[src/mrx_pkg.sv]
package mrx_pkg;

  // line timing, in CLK cycles
  localparam int HALF_BIT     = 8;
  localparam int MID_WINDOW   = 12;   // earliest mid-bit transition
  localparam int IDLE_TIMEOUT = 24;   // loss of signal
  localparam int SYNC_MIN     = 6;    // preamble bits before SFD

  localparam int TIMER_W = $clog2(IDLE_TIMEOUT + 1);
  localparam int SYNC_W  = $clog2(SYNC_MIN + 1);

  // memory port and length
  localparam int ADDR_W     = 9;
  localparam int LEN_W      = 11;
  localparam int FCS_OCTETS = 4;
  localparam logic [LEN_W-1:0] LEN_PRESET = LEN_W'(-FCS_OCTETS);

  // reflected CRC-32, no final inversion
  localparam logic [31:0] CRC_POLY    = 32'hEDB8_8320;
  localparam logic [31:0] CRC_RESIDUE = 32'hDEBB_20E3;

  typedef struct packed {
    logic valid;   // bit strobe
    logic value;
    logic idle;    // loss of signal pulse
  } line_bit_t;

  typedef struct packed {
    logic valid;
    logic value;
  } frame_bit_t;

  typedef struct packed {
    logic       valid;
    logic [7:0] data;   // first bit in bit 0
  } octet_t;

  typedef struct packed {
    logic              en;
    logic [ADDR_W-1:0] addr;
    logic [31:0]       data;
  } mem_wr_t;

  typedef struct packed {
    logic             done;
    logic             good;
    logic [LEN_W-1:0] len;
  } frame_rpt_t;

  typedef enum logic [1:0] {HUNT, PREAMBLE, RECEIVE, FINISH} rx_state_t;

endpackage
[src/mrx_top.sv]
module mrx_top import mrx_pkg::*;
(
  input  logic       CLK,
  input  logic       RST,
  input  logic       line,
  output mem_wr_t    wr,
  output frame_rpt_t rpt,
  output logic       busy
);

  line_bit_t  line_bit;
  frame_bit_t fbit;
  logic       frame_start;
  logic       frame_end;
  octet_t     octet;
  logic       aligned;
  logic       crc_ok;

  manchester_decoder u_decoder (
    .CLK     (CLK),
    .RST     (RST),
    .line    (line),
    .bit_out (line_bit)
  );

  frame_control u_control (
    .CLK         (CLK),
    .RST         (RST),
    .bit_in      (line_bit),
    .fbit        (fbit),
    .frame_start (frame_start),
    .frame_end   (frame_end),
    .busy        (busy)
  );

  octet_collector u_collector (
    .CLK         (CLK),
    .RST         (RST),
    .frame_start (frame_start),
    .fbit        (fbit),
    .octet       (octet),
    .aligned     (aligned)
  );

  crc32_check u_crc (
    .CLK         (CLK),
    .RST         (RST),
    .frame_start (frame_start),
    .fbit        (fbit),
    .crc_ok      (crc_ok)
  );

  frame_writer u_writer (
    .CLK         (CLK),
    .RST         (RST),
    .frame_start (frame_start),
    .frame_end   (frame_end),
    .octet       (octet),
    .aligned     (aligned),
    .crc_ok      (crc_ok),
    .wr          (wr),
    .rpt         (rpt)
  );

endmodule

[src/frame_writer.sv]
module frame_writer import mrx_pkg::*;
(
  input  logic       CLK,
  input  logic       RST,
  input  logic       frame_start,
  input  logic       frame_end,
  input  octet_t     octet,
  input  logic       aligned,
  input  logic       crc_ok,
  output mem_wr_t    wr,
  output frame_rpt_t rpt
);

  logic [31:0]       word;
  logic [1:0]        lane;      // next byte slot, 0 is top
  logic [ADDR_W-1:0] addr;
  logic [LEN_W-1:0]  len_cnt;   // octets minus FCS
  logic              end_d;

  // word assembly, low bytes cleared on a fresh word
  always_ff @(posedge CLK)
  begin
    if (octet.valid)
    begin
      if (lane == 2'd0)
      begin
        word <= {octet.data, 24'h0};
      end
      else
      begin
        word[8 * (3 - lane) +: 8] <= octet.data;
      end
    end
  end

  always_ff @(posedge CLK)
  begin
    if (!RST)
    begin
      lane    <= '0;
      addr    <= '0;
      len_cnt <= LEN_PRESET;
      end_d   <= 1'b0;
      wr.en   <= 1'b0;
      rpt     <= '0;
    end
    else
    begin
      end_d    <= frame_end;
      wr.en    <= 1'b0;
      rpt.done <= end_d;  // two cycles after frame_end

      if (frame_start)
      begin
        lane    <= '0;
        addr    <= '0;
        len_cnt <= LEN_PRESET;
      end
      else if (octet.valid)
      begin
        lane    <= lane + 1'b1;
        len_cnt <= len_cnt + 1'b1;
        if (lane == 2'd3)
        begin
          wr.en   <= 1'b1;
          wr.addr <= addr;
          wr.data <= {word[31:8], octet.data};
          addr    <= addr + 1'b1;
        end
      end
      else if (frame_end)
      begin
        rpt.good <= crc_ok && aligned;
        rpt.len  <= len_cnt;
        if (lane != 2'd0)
        begin
          // flush the partial word
          wr.en   <= 1'b1;
          wr.addr <= addr;
          wr.data <= word;
        end
      end
    end
  end

endmodule

[src/crc32_check.sv]
module crc32_check import mrx_pkg::*;
(
  input  logic       CLK,
  input  logic       RST,
  input  logic       frame_start,
  input  frame_bit_t fbit,
  output logic       crc_ok
);

  logic [31:0] crc;
  logic        feedback;

  assign feedback = crc[0] ^ fbit.value;

  // an intact FCS leaves the fixed residue behind
  assign crc_ok = (crc == CRC_RESIDUE);

  always_ff @(posedge CLK)
  begin
    if (!RST || frame_start)
    begin
      crc <= '1;  // preset all ones
    end
    else if (fbit.valid)
    begin
      if (feedback)
      begin
        crc <= (crc >> 1) ^ CRC_POLY;
      end
      else
      begin
        crc <= crc >> 1;
      end
    end
  end

endmodule

[src/octet_collector.sv]
module octet_collector import mrx_pkg::*;
(
  input  logic       CLK,
  input  logic       RST,
  input  logic       frame_start,
  input  frame_bit_t fbit,
  output octet_t     octet,
  output logic       aligned
);

  logic [7:0] shreg;
  logic [2:0] cnt;        // bits in current octet
  logic       oct_valid;

  assign octet   = '{valid: oct_valid, data: shreg};
  assign aligned = (cnt == 3'd0);

  always_ff @(posedge CLK)
  begin
    if (!RST || frame_start)
    begin
      cnt       <= '0;
      oct_valid <= 1'b0;
    end
    else
    begin
      oct_valid <= fbit.valid && (cnt == 3'd7);  // counter wraps
      if (fbit.valid)
      begin
        cnt <= cnt + 1'b1;
      end
    end
  end

  // shift in from the top, lsb first on the line
  always_ff @(posedge CLK)
  begin
    if (fbit.valid)
    begin
      shreg <= {fbit.value, shreg[7:1]};
    end
  end

endmodule

[src/frame_control.sv]
module frame_control import mrx_pkg::*;
(
  input  logic       CLK,
  input  logic       RST,
  input  line_bit_t  bit_in,
  output frame_bit_t fbit,
  output logic       frame_start,
  output logic       frame_end,
  output logic       busy
);

  rx_state_t         state;
  logic [SYNC_W-1:0] sync_cnt;   // alternating bits seen, saturating
  logic              prev_bit;
  logic              sfd_seen;

  // two ones in a row after enough preamble
  assign sfd_seen = bit_in.valid && bit_in.value && prev_bit &&
                    (sync_cnt >= SYNC_W'(SYNC_MIN));

  assign busy = (state == RECEIVE) || (state == FINISH);

  always_ff @(posedge CLK)
  begin
    if (!RST)
    begin
      state       <= HUNT;
      sync_cnt    <= '0;
      prev_bit    <= 1'b0;
      fbit        <= '0;
      frame_start <= 1'b0;
      frame_end   <= 1'b0;
    end
    else
    begin
      fbit.valid  <= 1'b0;
      fbit.value  <= bit_in.value;
      frame_start <= 1'b0;
      frame_end   <= 1'b0;

      if (bit_in.valid)
      begin
        prev_bit <= bit_in.value;
      end

      case (state)
        HUNT:
          if (bit_in.valid)
          begin
            state    <= PREAMBLE;
            sync_cnt <= SYNC_W'(1);
          end
        PREAMBLE:
          if (bit_in.idle)
          begin
            state <= HUNT;  // lost the line before SFD
          end
          else if (sfd_seen)
          begin
            frame_start <= 1'b1;
            state       <= RECEIVE;
          end
          else if (bit_in.valid)
          begin
            if (bit_in.value != prev_bit)
            begin
              if (sync_cnt < SYNC_W'(SYNC_MIN))
              begin
                sync_cnt <= sync_cnt + 1'b1;
              end
            end
            else
            begin
              sync_cnt <= '0;  // repeat breaks the preamble
            end
          end
        RECEIVE:
          if (bit_in.idle)
          begin
            frame_end <= 1'b1;  // high while in FINISH
            state     <= FINISH;
          end
          else
          begin
            fbit.valid <= bit_in.valid;
          end
        FINISH:
          state <= HUNT;
        default:
          state <= HUNT;
      endcase
    end
  end

endmodule

[src/manchester_decoder.sv]
module manchester_decoder import mrx_pkg::*;
(
  input  logic      CLK,
  input  logic      RST,
  input  logic      line,
  output line_bit_t bit_out
);

  logic               sync0;
  logic               sync1;
  logic               level;     // last synchronized level
  logic [TIMER_W-1:0] timer;     // cycles since accepted transition
  logic               edge_seen;
  logic               accept;

  assign edge_seen = sync1 ^ level;

  // saturated timer also lands here, so the first edge after idle locks
  assign accept = edge_seen && (timer >= TIMER_W'(MID_WINDOW));

  always_ff @(posedge CLK)
  begin
    sync0 <= line;
    sync1 <= sync0;
    level <= sync1;
  end

  always_ff @(posedge CLK)
  begin
    if (!RST)
    begin
      timer   <= TIMER_W'(IDLE_TIMEOUT);  // start out idle
      bit_out <= '0;
    end
    else
    begin
      bit_out.valid <= accept;
      bit_out.value <= sync1;  // rise gives 1, fall gives 0
      bit_out.idle  <= !accept && (timer == TIMER_W'(IDLE_TIMEOUT - 1));

      if (accept)
      begin
        timer <= '0;
      end
      else if (timer != TIMER_W'(IDLE_TIMEOUT))
      begin
        timer <= timer + 1'b1;
      end
    end
  end

endmodule

[config.mk]
export PLATFORM = sky130hd
export DESIGN_NAME = mrx_top
export DESIGN_NICKNAME = d
export VERILOG_FILES = /design/src/mrx_pkg.sv /design/src/mrx_top.sv /design/src/frame_writer.sv /design/src/crc32_check.sv /design/src/octet_collector.sv /design/src/frame_control.sv /design/src/manchester_decoder.sv
export SDC_FILE = /design/constraint.sdc
export NUM_CORES = 1
export LEC_CHECK = 0
export BUFFER_PORTS_ARGS = -buffer_cell sky130_fd_sc_hd__buf_2
export CAP_MARGIN = 20
export CORE_MARGIN = 4
export CORE_UTILIZATION = 64
export DETAILED_ROUTE_END_ITERATION = 8
export GPL_TIMING_DRIVEN = 0
export PLACE_DENSITY_LB_ADDON = 0.25
export REMOVE_ABC_BUFFERS = 1
export SYNTH_ARGS = -nofsm -noshare
export SYNTH_HDL_FRONTEND = slang
export SYNTH_HIERARCHICAL = 1
export SYNTH_SLANG_ARGS = --single-unit
[constraint.sdc]
create_clock -name CLK -period 7.6 [get_ports CLK]
set_input_delay 1.14 -clock CLK [delete_from_list [all_inputs] [get_ports CLK]]
set_output_delay 1.14 -clock CLK [all_outputs]
set_load 0.03 [all_outputs]
# Word level (Yosys, flattened, before mapping)
# Cells that the tools add are included.
[totals]
wordCells = 121
inputBits = 3
reg_bits = 175
[classes]
n_addsub = 8
n_reduce_logical = 29
n_eq_ne = 17
shift = 2
order_cmp = 3
n_bitwise = 8
mux = 23
[op_table]
columns = ["op", "count"]
rows = [
  ["two-way mux 42 bit", 4],
  ["two-way mux 32 bit", 2],
  ["negator 32 -> 34 bit", 1],
  ["variable shift 8 x 34 -> 32 bit (first input constant)", 1],
  ["indexed part select 8 x 34 -> 32 bit", 1],
  ["bitwise mux 32 bit", 1],
  ["== test 32 bit (second input constant)", 1],
  ["two-way mux 3 bit", 6],
  ["NOT 13 -> 14 bit", 1],
  ["adder 11 x 1 -> 11 bit (second input constant)", 1],
  ["two-way mux 5 bit", 2],
  ["!= test 2 bit (second input constant)", 5],
  ["nonzero test 2 bit", 5],
  ["adder 9 x 1 -> 9 bit (second input constant)", 1],
  ["two-way mux 2 bit", 4],
  ["one-hot mux 2 bit (4 select lines)", 1],
  ["logical AND 1 bit", 7],
  ["adder 3 x 1 -> 3 bit (second input constant)", 2],
  ["== test 2 bit (second input constant)", 3],
  ["one-hot mux 3 bit (2 select lines)", 1],
  ["AND reduction 3 bit", 2],
  ["AND reduction 6 bit", 1],
  ["OR reduction 3 bit", 2],
  ["adder 5 x 1 -> 5 bit (second input constant)", 1],
  ["other kinds (23)", 34],
]

# Longest topological paths before layout
[logic_depth]
word_depth = 7
ltp_mapped = 7
ltp_nobuf = 7

# By module
# The synthesis kept the hierarchy.
[by_module_without_submodules]
columns = ["mod", "cells_each", "seq_area_each_um2", "area_each_um2", "n_inst"]
rows = [
  ["frame_writer", 375, 2932.8, 4616.9, 1],
  ["crc32_check", 132, 640.6, 1320.0, 1],
  ["frame_control", 59, 200.2, 505.5, 1],
  ["octet_collector", 28, 320.3, 432.9, 1],
  ["manchester_decoder", 38, 220.2, 411.6, 1],
]

# Least setup slack after synthesis
# OpenSTA, ideal clock, no wires.
[synth_timing]
path_kind = "input port to flip-flop"
startpoint = "input port RST"
endpoint = "register u_writer/wr[0] (netlist name)"
t_arrival_ps = 3281
required_ps = 7161
setup_ps = 439
cell_stages = 4
slack_ps = 3880
path_cell_list = "nand2b_1 > buf_4 > clkbuf_1 > nor2_1"
[synth_between]
elab_chain_len = 1
[synth_lines]
columns = ["item", "line_no", "rtl"]
rows = [
  ["start: declaration", "mrx_top.sv:4", "input logic RST,"],
  ["AND reduction 5 bit (no source line)", "--", ""],
]
# Every way passes these cells.
# A chain may end at the register's enable or synchronous reset.

==> reports/summary.txt <==
most frequent cells in the layout = dfxtp_1, edfxtp_1, buf_2
cell count after placement = 802
clock sink total = 175
H-Tree Level Count = 4
Initial DRC Count = 337
num rows = 38
# diodes = 0
Fin Setup TNS = 0 ns
crit path launch type = flip-flop
DRC violations left = 0
Worst Max-Slew Pin Slew = 0.980 ns
total CTS buffers = 17
Die ar. = 13200 um2
clock buffer depth = 2
clock latency on the worst-skew pair = 0.41 ns
CTS Hold Bufs = 0
Synth Instances = 632
main flop type after synthesis = dfxtp_1
first-pass GRT wire length = 21500 um
CTS root buf = clkbuf_16
CP max FO = 33
P_int = 1.52 mW
HPWL after DPL = 8240 um
largest net degree at the start of global routing = 43
PostCTS Resize Cnt = 0
Final Hold Slack = 0.335 ns
initial cell density of the core = 66.3%
Seq pwr share = 52.2%
Vias = 4771
number of enable flip-flop cells after synthesis = 81
Area Overhead vs Synth = 13.4%
Routed Wire Length = 13300 um
logic gate share of total power = 2.0%
postcts setup bufs = 0
Final setup violation count = 0
final estimated routing congestion in global placement = 0.797
post-route insts no fill = 837
post-synthesis cell type count = 59
Die W = 115 um
worst hold path type = reg2reg
DR pass1 iterations = 6
Final Net Count = 702
minimum clock period after layout = 2.68 ns
leading cell type in the layout, fill and taps excluded = dfxtp_1
fmax = 0.372 GHz
number of synthesis warnings = 6
vias in the first global route = 4571
pre-CTS setup slack = 4.56 ns
fin crit share = 35.3%
CTS tree = done
status = complete, no violations
Vias per Instance = 5.70
Critical Path RT = 7.88 ns
WL/cell = 15.9 um
port bufs = 58
Synth area leader = edfxtp_1
Die Ht = 115 um
Yosys top cell area share = 33.4%
syn_area_per_cell = 11.5 um2
final worst slack = 4.92 ns
max-slew violations = 0
Max Cap Viol = 0
Final ANT Viol Nets = 0
Top-Level Pins = 59
Leakage = 3.04 nW
Clock power frac = 45.8%
placed cell area = 7630 um2
top post-synthesis cells by area = edfxtp_1, dfxtp_1, mux2i_1
initial antenna violation count = 0
Crit path arrival time = 2.96 ns
Post-synth ARST share = 0%
slew margin rel. = 34.6%
clk_skew = 0.00508 ns
Cell Area, Synth = 7290 um2
FILL cells = 695
#FFs+latches synth = 175
Max VDD drop = 0.138 mV
switching pwr = 0.378 mW
sw frac = 19.9%
CP endpoint kind = flip-flop
Setup CP Type = reg2reg
GRT Util Overall = 20.5%
P per Cell Area = 229 nW/um2
GRT overflow = 0
Clock transition at path regs = 0.06 ns
Fin. Hold Viols = 0
Core Area = 11000 um2
post-synthesis sequential area ratio = 59.2%
post-route cell area = 8270 um2
Final Util = 75.3%
Total Power = 1.90 mW
layout cells sized above 1 = 15.4%
RSZ-0062 raised after global routing = no
-- logic make-up after synthesis --
group | Yosys count | synth area share, %
AO/OA/AOI/OAI | 95 | 7.62
adder cells (fa/ha/maj) | 15 | 2.58
multiplexers | 37 | 5.08
buffers and inverters | 42 | 2.92
flip-flops | 175 | 59.2
XOR/XNOR | 27 | 3.35
AND/OR/NAND/NOR | 241 | 19.2
-- final cells by class --
cell class | count | area (um2) | area share, %
tap | 140 | 175 | 2.12
inverter | 12 | 45.0 | 0.545
multi-input combinational | 415 | 2770 | 33.5
timing repair buffer | 63 | 365 | 4.42
clock inverter | 13 | 163 | 1.97
sequential | 175 | 4320 | 52.2
clock buffer | 19 | 433 | 5.24
-- path summary, 6_finish.rpt --
path	from	end	slack, ns	cells past startpoint
setup / recovery	u_writer/lane[0]	u_writer/wr[10]	4.92	5
hold / removal	u_decoder/sync0	u_decoder/sync1	0.33	0
setup reg to reg	u_writer/lane[0]	u_writer/wr[10]	4.92	5
hold reg to reg	u_decoder/sync0	u_decoder/sync1	0.33	0
-- synthesized netlist by cell type, drive strengths merged (7+ instances only) --
cell and count:
dfxtp 94, edfxtp 81, nor2 51, a21oi 47
and2 47, nor2b 41, mux2i 37, nand2 35
o21ai 23, xor2 20, clkbuf 17, ha 15
buf 13, inv 11, nand3 11, nand4 10
a22o 8, or4 7, xnor2 7
-- critical path, cell delays in order (launching register included) --
cell,delay [ns]
dfxtp_1,0.60
inv_1,0.16
ha_1,0.39
nor3b_4,0.46
or2_1,0.71
and2_1,0.24
-- flip-flops by register name, indices dropped and copies added (netlist names), 3 cells and up, named ones only --
name                count
u_writer/len_cnt       11
u_writer/rpt           13
u_decoder/timer         5
u_writer/word          32
u_collector/cnt         3
u_crc/crc              32
u_writer/addr           9
u_writer/wr            42
u_collector/shreg       8
u_decoder/bit_out       3
u_control/sync_cnt      3
-- layer usage --
layer,track usage [%],wire (um)
met3,4.65,646
met2,34.5,6750
met4,8.45,157
met1,25.7,5720
met5,0,0
-- power groups by stage --
stage / Combinational (mW) / Sequential (mW) / Clock (mW)
6_report: 0.0373 / 0.989 / 0.869
5_1_grt: 0.0412 / 0.989 / 0.925
4_1_cts: 0.0376 / 0.989 / 0.882
3_5_place_dp: 0.0372 / 1.01 / 0
3_3_place_gp: 0.0344 / 1.01 / 0
2_1_floorplan: 0.0284 / 1.01 / 0
No activity file was read; power rests on OpenSTA's default activity.
